===== src/logic/cpu_pkg.sv =====
package cpu_pkg;

    // Datapath widths
    localparam int xlen       = 32;
    localparam int reg_addr_w = 5;
    localparam int reg_count  = 32;

    // Memory sizes, in 32-bit words
    localparam int imem_depth  = 64;
    localparam int dmem_depth  = 64;
    localparam int imem_addr_w = 6;
    localparam int dmem_addr_w = 6;

    // ADDI x0, x0, 0 doubles as the pipeline bubble
    localparam logic [xlen-1:0] nop_inst    = 32'h0000_0013;
    localparam logic [xlen-1:0] ebreak_inst = 32'h0010_0073;

    // funct3 codes of the supported subset
    localparam logic [2:0] f3_add_sub = 3'b000;
    localparam logic [2:0] f3_slt     = 3'b010;
    localparam logic [2:0] f3_xor     = 3'b100;
    localparam logic [2:0] f3_or      = 3'b110;
    localparam logic [2:0] f3_and     = 3'b111;
    localparam logic [2:0] f3_bne     = 3'b001;

    // Major opcodes
    typedef enum logic [6:0] {
        op_reg    = 7'b0110011,
        op_imm    = 7'b0010011,
        op_load   = 7'b0000011,
        op_store  = 7'b0100011,
        op_branch = 7'b1100011,
        op_system = 7'b1110011
    } opcode_e;

    typedef enum logic [2:0] {
        alu_add = 3'd0,
        alu_sub = 3'd1,
        alu_and = 3'd2,
        alu_or  = 3'd3,
        alu_xor = 3'd4,
        alu_slt = 3'd5
    } alu_op_e;

endpackage

===== src/logic/pipe_if.sv =====


// ID/EX register
interface de_if;
    import cpu_pkg::*;

    logic                  reg_write;
    logic                  mem_read;
    logic                  mem_write;
    logic                  mem_to_reg;
    logic                  alu_src;
    logic                  is_branch;
    logic                  branch_ne;
    logic                  is_halt;
    alu_op_e               alu_op;
    logic [xlen-1:0]       pc;
    logic [reg_addr_w-1:0] rs1;
    logic [reg_addr_w-1:0] rs2;
    logic [reg_addr_w-1:0] rd;
    logic [xlen-1:0]       rs1_val;
    logic [xlen-1:0]       rs2_val;
    logic [xlen-1:0]       imm;

    modport source (output reg_write, mem_read, mem_write, mem_to_reg, alu_src, is_branch,
                    branch_ne, is_halt, alu_op, pc, rs1, rs2, rd, rs1_val, rs2_val, imm);
    modport sink   (input reg_write, mem_read, mem_write, mem_to_reg, alu_src, is_branch,
                    branch_ne, is_halt, alu_op, pc, rs1, rs2, rd, rs1_val, rs2_val, imm);
endinterface

// EX/MEM register
interface em_if;
    import cpu_pkg::*;

    logic                  reg_write;
    logic                  mem_read;
    logic                  mem_write;
    logic                  mem_to_reg;
    logic                  is_halt;
    logic [reg_addr_w-1:0] rd;
    logic [xlen-1:0]       alu_result;
    logic [xlen-1:0]       store_data;

    modport source (output reg_write, mem_read, mem_write, mem_to_reg, is_halt, rd,
                    alu_result, store_data);
    modport sink   (input reg_write, mem_read, mem_write, mem_to_reg, is_halt, rd,
                    alu_result, store_data);
endinterface

// Writeback path out of MEM/WB
interface wb_if;
    import cpu_pkg::*;

    logic                  reg_write;
    logic [reg_addr_w-1:0] rd;
    logic [xlen-1:0]       wdata;

    modport source (output reg_write, rd, wdata);
    modport sink   (input reg_write, rd, wdata);
endinterface


===== src/logic/execute_stage.sv =====
module execute_stage (
    input  logic                     clk,
    input  logic                     rst_n,
    input  logic                     run,
    input  logic                     halted,
    de_if.sink                       de,
    em_if.source                     em,
    wb_if.sink                       wb,
    output logic                     branch_taken,
    output logic [cpu_pkg::xlen-1:0] branch_target
);
    import cpu_pkg::*;

    logic [xlen-1:0] fwd_a;
    logic [xlen-1:0] fwd_b;
    logic [xlen-1:0] op_b;
    logic [xlen-1:0] alu_out;
    logic            operands_eq;

    // Operand A, EX/MEM result is younger than writeback
    always_comb begin
        if (em.reg_write && !em.mem_read && (em.rd != '0) && (em.rd == de.rs1)) begin
            fwd_a = em.alu_result;
        end else if (wb.reg_write && (wb.rd != '0) && (wb.rd == de.rs1)) begin
            fwd_a = wb.wdata;
        end else begin
            fwd_a = de.rs1_val;
        end
    end

    // Operand B, same priority
    always_comb begin
        if (em.reg_write && !em.mem_read && (em.rd != '0) && (em.rd == de.rs2)) begin
            fwd_b = em.alu_result;
        end else if (wb.reg_write && (wb.rd != '0) && (wb.rd == de.rs2)) begin
            fwd_b = wb.wdata;
        end else begin
            fwd_b = de.rs2_val;
        end
    end

    assign op_b = de.alu_src ? de.imm : fwd_b;

    always_comb begin
        case (de.alu_op)
            alu_add: alu_out = fwd_a + op_b;
            alu_sub: alu_out = fwd_a - op_b;
            alu_and: alu_out = fwd_a & op_b;
            alu_or:  alu_out = fwd_a | op_b;
            alu_xor: alu_out = fwd_a ^ op_b;
            alu_slt: alu_out = ($signed(fwd_a) < $signed(op_b)) ? xlen'(1) : '0;
            default: alu_out = '0;
        endcase
    end

    // BEQ and BNE resolve here
    assign operands_eq   = (fwd_a == fwd_b);
    assign branch_taken  = de.is_branch && !halted && (operands_eq != de.branch_ne);
    assign branch_target = de.pc + de.imm;

    // EX/MEM control bits
    always_ff @(posedge clk) begin
        if (!rst_n || !run || halted) begin
            em.reg_write  <= 1'b0;
            em.mem_read   <= 1'b0;
            em.mem_write  <= 1'b0;
            em.mem_to_reg <= 1'b0;
            em.is_halt    <= 1'b0;
        end else begin
            em.reg_write  <= de.reg_write;
            em.mem_read   <= de.mem_read;
            em.mem_write  <= de.mem_write;
            em.mem_to_reg <= de.mem_to_reg;
            em.is_halt    <= de.is_halt;
        end
    end

    always_ff @(posedge clk) begin
        em.rd         <= de.rd;
        em.alu_result <= alu_out;
        em.store_data <= fwd_b;
    end

endmodule


===== src/flat_wrapper.sv =====
// flat-port wrapper written by rule: the top's interface ports become plain ports
module execute_stage_flat import cpu_pkg::*;
  (clk, rst_n, run, halted, branch_taken, branch_target, de_reg_write, de_mem_read, de_mem_write, de_mem_to_reg, de_alu_src, de_is_branch, de_branch_ne, de_is_halt, de_alu_op, de_pc, de_rs1, de_rs2, de_rd, de_rs1_val, de_rs2_val, de_imm, em_reg_write, em_mem_read, em_mem_write, em_mem_to_reg, em_is_halt, em_rd, em_alu_result, em_store_data, wb_reg_write, wb_rd, wb_wdata);
  de_if de_i ();
  em_if em_i ();
  wb_if wb_i ();
  input  logic clk;
  input  logic rst_n;
  input  logic run;
  input  logic halted;
  output logic branch_taken;
  output logic [cpu_pkg::xlen-1:0] branch_target;
  input wire logic [$bits(de_i.reg_write)-1:0] de_reg_write;
  input wire logic [$bits(de_i.mem_read)-1:0] de_mem_read;
  input wire logic [$bits(de_i.mem_write)-1:0] de_mem_write;
  input wire logic [$bits(de_i.mem_to_reg)-1:0] de_mem_to_reg;
  input wire logic [$bits(de_i.alu_src)-1:0] de_alu_src;
  input wire logic [$bits(de_i.is_branch)-1:0] de_is_branch;
  input wire logic [$bits(de_i.branch_ne)-1:0] de_branch_ne;
  input wire logic [$bits(de_i.is_halt)-1:0] de_is_halt;
  input wire logic [$bits(de_i.alu_op)-1:0] de_alu_op;
  input wire logic [$bits(de_i.pc)-1:0] de_pc;
  input wire logic [$bits(de_i.rs1)-1:0] de_rs1;
  input wire logic [$bits(de_i.rs2)-1:0] de_rs2;
  input wire logic [$bits(de_i.rd)-1:0] de_rd;
  input wire logic [$bits(de_i.rs1_val)-1:0] de_rs1_val;
  input wire logic [$bits(de_i.rs2_val)-1:0] de_rs2_val;
  input wire logic [$bits(de_i.imm)-1:0] de_imm;
  output wire logic [$bits(em_i.reg_write)-1:0] em_reg_write;
  output wire logic [$bits(em_i.mem_read)-1:0] em_mem_read;
  output wire logic [$bits(em_i.mem_write)-1:0] em_mem_write;
  output wire logic [$bits(em_i.mem_to_reg)-1:0] em_mem_to_reg;
  output wire logic [$bits(em_i.is_halt)-1:0] em_is_halt;
  output wire logic [$bits(em_i.rd)-1:0] em_rd;
  output wire logic [$bits(em_i.alu_result)-1:0] em_alu_result;
  output wire logic [$bits(em_i.store_data)-1:0] em_store_data;
  input wire logic [$bits(wb_i.reg_write)-1:0] wb_reg_write;
  input wire logic [$bits(wb_i.rd)-1:0] wb_rd;
  input wire logic [$bits(wb_i.wdata)-1:0] wb_wdata;
  assign de_i.reg_write = de_reg_write;
  assign de_i.mem_read = de_mem_read;
  assign de_i.mem_write = de_mem_write;
  assign de_i.mem_to_reg = de_mem_to_reg;
  assign de_i.alu_src = de_alu_src;
  assign de_i.is_branch = de_is_branch;
  assign de_i.branch_ne = de_branch_ne;
  assign de_i.is_halt = de_is_halt;
  assign de_i.alu_op = de_alu_op;
  assign de_i.pc = de_pc;
  assign de_i.rs1 = de_rs1;
  assign de_i.rs2 = de_rs2;
  assign de_i.rd = de_rd;
  assign de_i.rs1_val = de_rs1_val;
  assign de_i.rs2_val = de_rs2_val;
  assign de_i.imm = de_imm;
  assign em_reg_write = em_i.reg_write;
  assign em_mem_read = em_i.mem_read;
  assign em_mem_write = em_i.mem_write;
  assign em_mem_to_reg = em_i.mem_to_reg;
  assign em_is_halt = em_i.is_halt;
  assign em_rd = em_i.rd;
  assign em_alu_result = em_i.alu_result;
  assign em_store_data = em_i.store_data;
  assign wb_i.reg_write = wb_reg_write;
  assign wb_i.rd = wb_rd;
  assign wb_i.wdata = wb_wdata;
  execute_stage u_core (.clk(clk), .rst_n(rst_n), .run(run), .halted(halted), .de(de_i), .em(em_i), .wb(wb_i), .branch_taken(branch_taken), .branch_target(branch_target));
endmodule

===== config.mk =====
export PLATFORM = sky130hd
export DESIGN_NAME = execute_stage_flat
export DESIGN_NICKNAME = d
export VERILOG_FILES = /design/src/logic/cpu_pkg.sv /design/src/logic/pipe_if.sv /design/src/logic/execute_stage.sv /design/src/flat_wrapper.sv
export SDC_FILE = /design/constraint.sdc
export NUM_CORES = 1
export LEC_CHECK = 0
export ABC_AREA = 1
export BUFFER_PORTS_ARGS = -buffer_cell sky130_fd_sc_hd__buf_2
export CORE_MARGIN = 1
export CORE_UTILIZATION = 50
export DETAILED_ROUTE_END_ITERATION = 7
export GPL_TIMING_DRIVEN = 0
export HOLD_SLACK_MARGIN = 0.05
export PLACE_DENSITY_LB_ADDON = 0.15
export SLEW_MARGIN = 20
export SYNTH_ARGS = -nofsm -noshare
export SYNTH_HDL_FRONTEND = slang
export SYNTH_SLANG_ARGS = --single-unit
export TNS_END_PERCENT = 5

===== constraint.sdc =====
create_clock -name clk -period 5.49 [get_ports clk]
set_input_delay 1.3725 -clock clk [delete_from_list [all_inputs] [get_ports clk]]
set_output_delay 1.3725 -clock clk [all_outputs]
set_load 0.005 [all_outputs]

Word-level counts from Yosys, hierarchy flattened
Cells that the tools add are included.
- memory bits (writable): 0
- register bits after elaboration: 74
- bits in latches: 0
- bits in read-only memories: 0
- memories: 0
- output and inout port bits: 107
- $lt $le $gt $ge: 1
- equality and inequality tests: 11
- $mul: 0
- muxes and demuxes: 7
- reduce and logical (&&, ||, !) cells: 18
- add/sub/neg operators: 3
- divide/modulo/power cells: 0
- bitwise operators: 3
- shift operators: 0
- operator list (cell ; count):
    32-bit case mux with 6 select lines ; 1
    32-bit 2-to-1 mux ; 5
    32-bit adder ; 2
    32-bit bitwise AND ; 1
    32-bit == test ; 1
    32-bit less-than comparator ; 1
    32-bit OR ; 1
    32-bit subtractor ; 1
    32-bit bitwise XOR ; 1
    5-bit == test ; 4
    5-bit nonzero test ; 2
    1-bit logical AND ; 9
    3-bit by 2-bit == test with 1-bit output (second input constant) ; 2
    3-bit == test (second input constant) ; 2
    1-bit logical NOT ; 4
    3-bit by 1-bit == test with 1-bit output (second input constant) ; 1
    3-bit logical NOT ; 1
    1-bit logical OR ; 2
    1-bit 2-to-1 mux ; 1
    1-bit inequality test ; 1

Longest topological paths before layout
- word-level depth: 9
- mapped depth: 31

Worst setup path after synthesis
OpenSTA, ideal clock, no wires.
- path type: input to output
- start: in de_imm[6]
- end: out branch_target[27] in the netlist's numbering
- stages: 12
- data arrival time: 3254 ps
- slack: 864 ps
- cells stage by stage: ha_1 -> a21oi_1 -> o21ai_0 -> a21oi_1 -> o21ai_0 -> a21boi_0 -> inv_1 -> nand2_1 -> nand2_1 -> a21boi_0 -> o21ai_0 -> xor2_1
- longest elaborated chain between the ends: 1
- ends and longest elaborated chain (item ; line ; RTL):
    start: declaration ; flat_wrapper.sv:28 ; input wire logic [$bits(de_i.imm)-1:0] de_imm;
    32-bit adder ; execute_stage.sv:59 ; assign branch_target = de.pc + de.imm;
    end: declaration ; flat_wrapper.sv:12 ; output logic [cpu_pkg::xlen-1:0] branch_target;
Every way passes these cells.

Final worst setup path
- start: in wb_rd[4]
- end: out branch_taken
- longest elaborated chain between the ends: 8
- elaborated cells on any way between the ends: 13
- ends and longest elaborated chain (item ; line ; RTL):
    start: declaration ; flat_wrapper.sv:38 ; input wire logic [$bits(wb_i.rd)-1:0] wb_rd;
    5-bit nonzero test ; execute_stage.sv:35 ; end else if (wb.reg_write && (wb.rd != '0) && (wb.rd == de.rs2)) begin
    1-bit logical AND ; execute_stage.sv:35 ;
    1-bit logical AND * ; execute_stage.sv:35 ;
    32-bit 2-to-1 mux * ; execute_stage.sv:35 ;
    32-bit 2-to-1 mux * ; execute_stage.sv:33 ; if (em.reg_write && !em.mem_read && (em.rd != '0) && (em.rd == de.rs2)) begin
    net u_core.fwd_b[28] ; execute_stage.sv:15 ; logic [xlen-1:0] fwd_b;
    32-bit == test * ; execute_stage.sv:57 ; assign operands_eq = (fwd_a == fwd_b);
    1-bit inequality test * ; execute_stage.sv:58 ; assign branch_taken = de.is_branch && !halted && (operands_eq != de.branch_ne);
    1-bit logical AND * ; execute_stage.sv:58 ;
    end: declaration ; flat_wrapper.sv:11 ; output logic branch_taken;
The timed path passes the listed nets; every way through them passes the cells marked *.

==> summary.txt <==
Timing
  • RSZ-0062 raised after global routing: no
  • Min Tclk post-route: around 5.4 ns
  • Slew Limit Fails: 0
  • Final setup fails: 0
  • Hold Slack: ~0.55 ns
  • Setup TNS: 0 ns
  • Max transition margin: around two fifths
  • Final Cycle Share: a little over nine tenths
  • Post-Route Skew: ~0.013 ns
  • Max Fclk: 185.9 MHz
  • Hold Vio Cnt, Final: 0
  • Worst Tran Pin Value: between 0.8 and 0.9 ns
  • Final worst slack: around 0.11 ns

Route
  • Pre-Repair DR Iteration Count: 6
  • Residual DRC: 0
  • Via count: 16,180
  • Starting DRT DRC Count: about 2,600
  • Total wire length: ~56,000 µm
  • Routed Antenna Nets: 0
  • WL per Instance: ~20 µm
  • Vias per cell: about 5.7

Setup path
  • Setup crit end kind: output pin
  • Crit path DAT: approximately 4.0 ns
  • CP Max Fanout: 10
  • Critical-path top delay cell: buf_2
  • Crit-path max cell delay: approximately 0.34 ns
  • Critical path required time: about 4 ns
  • Kind of critical path: in2out
  • Critical path startpoint category: input port
  • Most numerous cell on the critical path: nand2_1
  • Crit-path cells: buf_2, xor2_1, nor2_2, buf_2, buf_2, nand3_1, nand3_1, nand2_1, nand2_1, nand2_1, inv_1, nand2_1, nor2_1, nand2_1, nor2_2, nand2_1, nand2_1, nand2_1, nor2_2, buf_2

Yosys
  • Post-Synth Adder-Cell Area: between 10% and 20%
  • Flops & latches, synth: 74
  • Largest family of logic cells by synthesized area: simple AND/OR/NAND/NOR gates
  • Mean Syn Cell Area: about 5.6 µm²
  • Ranking of synthesized cells by area: nand2_1 (20%), ha_1 (14%), dfxtp_1 (12%)
  • Xor and xnor area share after synthesis: between 3 and 4%
  • Yosys cell types: 50
  • Top cell type's share of synthesized area: 20.32%
  • Netlist Area Pre-Place: around 12,000 µm²
  • Simple-gate portion of the synthesized area: a little under two fifths
  • Post-synthesis net count: 2,524
  • Mux contribution to synthesized area: 0%
  • Seq/Total Area, Yosys: between 10% and 20%
  • Largest area contributor in the netlist: nand2_1
  • Synth Warn #: 0
  • Mapped Cells: 2,191
  • Synth Area in Compound Gates: 18.06%

Clock network
  • CTS Buffer Depth: 2
  • Post-CTS Setup Inserts: 0
  • CTS tree: done
  • Hold-fix buffers, CTS: 0
  • CTS Root Cell: clkbuf_16
  • Worst skew pair latency: around 0.36 ns
  • Clock sink total: 74
  • Cts repair resizes: 9
  • CTS Buf Count: 9
  • Worst-path clk slew: about 0.070 ns
  • H-Tree Depth: 3

Cells and area
  • Area Overhead vs Synth: 19.10%
  • Nets: about 2,800
  • FILL cells: between 2,000 and 2,500
  • Top flop regs: u_core.em.alu_result: 32 flops, u_core.em.store_data: 32 flops, u_core.em.rd: 5 flops
  • Layout cells sized above 1: between 15 and 20%
  • Design area: between 10,000 and 15,000 µm²

Power
  • Leakage power: between 8 and 9 nW
  • Total power: about 0.0028 W
  • Worst VDD drop: 0.1098 mV
  • PD cells: 189.7 nW/µm²

Floorplanning
  • DIE AREA: 25,050 µm²
  • Initial Util: 51.57%
  • Top Ports: between 300 and 400
  • Core area: approximately 24,000 µm²
  • Die Ht: approximately 160 µm
  • Rows: 56
  • Chip width: 158.3 µm

Placement
  • Area of placed instances: 14,120 µm²
  • HPWL after DPL: roughly 47,000 µm
  • Place WS: -0.7299 ns
  • Final Wtd Congestion: between 1 and 1.5
  • PortBufs: between 300 and 400

Global routing
  • Tot GR Track Use: 43.55%
  • GR met2 Demand/Resource: between 60 and 70%
  • Largest net degree at the start of global routing: 15
  • GRT busiest layer: met2
  • Met1 usage: approximately 56%
  • Antenna violations before repair: 3
  • Global route overflow: 0
  • GR Util met3: under 10%
  • Vias in the first global route: approximately 14,000
  • Global-route wire length before repair: between 80,000 and 90,000 µm

Job
  • Max_cap viols: 0

Hold path
  • Hold Path Class: reg2reg

Run status
  • Status: completed
-- Yosys cell counts, drive strengths merged --
master / n
nand3: 246
o21bai: 5
nor2: 135
a21oi: 168
o2111ai: 5
a21boi: 5
a221oi: 8
nor4: 3
a21o: 6
nand2: 668
o211ai: 11
ha: 134
dfxtp: 74
o21ai: 126
nor3: 15
o31ai: 2
a221o: 1
o221ai: 3
buf: 40
o22ai: 26
a211oi: 3
inv: 373
clkinv: 4
a31oi: 19
a22o: 2
xnor2: 17
or2: 10
nand4: 3
clkbuf: 44
o21a: 3
fa: 3
nand3b: 1
xor2: 28
-- placed cells by master, fill, tap and decap left out, types with 26 or more instances in the layout --
| cell | Yosys | routed |
|---|---|---|
| o21ai_0 | 110 | 93 |
| o22ai_1 | 26 | 26 |
| nor2_1 | 131 | 130 |
| a21oi_1 | 167 | 165 |
| buf_2 | 23 | 322 |
| dfxtp_1 | 74 | 74 |
| clkbuf_1 | 44 | 39 |
| ha_1 | 134 | 134 |
| xor2_1 | 28 | 28 |
| nand3_1 | 237 | 237 |
| inv_1 | 365 | 365 |
| nand2_1 | 661 | 661 |
-- kinds of logic (layout without fill, tap and decap cells) --
group | Yosys count | in the layout
buf+inv | 461 | 778
flops | 74 | 74
other cells | 0 | 3
xor+xnor | 45 | 45
compound gates | 393 | 393
fa+ha+maj | 137 | 137
simple gates | 1081 | 1081
-- layout make-up --
type / instances / area [µm²] / share of cell area (%)
multi-input combinational: 1656 / 8947 / 61.51
antenna: 3 / 7.507 / 0.05161
inverter: 377 / 1418 / 9.746
clock inverter: 6 / 95.09 / 0.6538
timing repair buffer: 301 / 1506 / 10.36
buffer: 84 / 451.7 / 3.105
clock buffer: 10 / 239.0 / 1.643
tap: 319 / 399.1 / 2.744
sequential: 74 / 1481 / 10.18
-- through the flow --
stage,instances,utilization (%)
after floorplan,2191,-
after global placement,2811,59.62
after detailed placement,2811,59.64
after CTS,2827,61.08
after global routing,2830,61.42
final,2830,61.42
-- final timing paths --
kind | start | cells past startpoint | to | slack (ns)
worst max-delay path | wb_rd[4] | 20 | branch_taken | 0.11
worst min register to register | u_core.em.alu_result[29]$_DFF_P_ | 2 | u_core.em.store_data[29]$_DFF_P_ | 0.55
worst min-delay path | u_core.em.alu_result[29]$_DFF_P_ | 2 | u_core.em.store_data[29]$_DFF_P_ | 0.55
worst max register to register | u_core.em.rd[1]$_DFF_P_ | 23 | u_core.em.alu_result[16]$_DFF_P_ | 0.90
-- worst max-delay path, delay by kind of cell --
kind | cells | cell delay [ns]
and+or+nand+nor | 14 | 1.46
buffers and inverters | 5 | 0.99
xor gates and xnor gates | 1 | 0.16
-- power breakdown --
group	total [W]	leakage (nW)	switching [W]	internal (W)
combinational	0.00140	7.77	0.000923	0.000476
clock	0.000700	0.164	0.000282	0.000417
sequential	0.000661	0.621	0.0000679	0.000593
-- metal layers --
layer	part of all wire, %	vias to the layer above	wire length [µm]
met5	0	-	0
met4	5.0	0	2810
met3	12	188	6936
met2	44	1115	24640
met1	39	7230	22100
li1	-	7646	-
(Power assumes the default switching activity.)
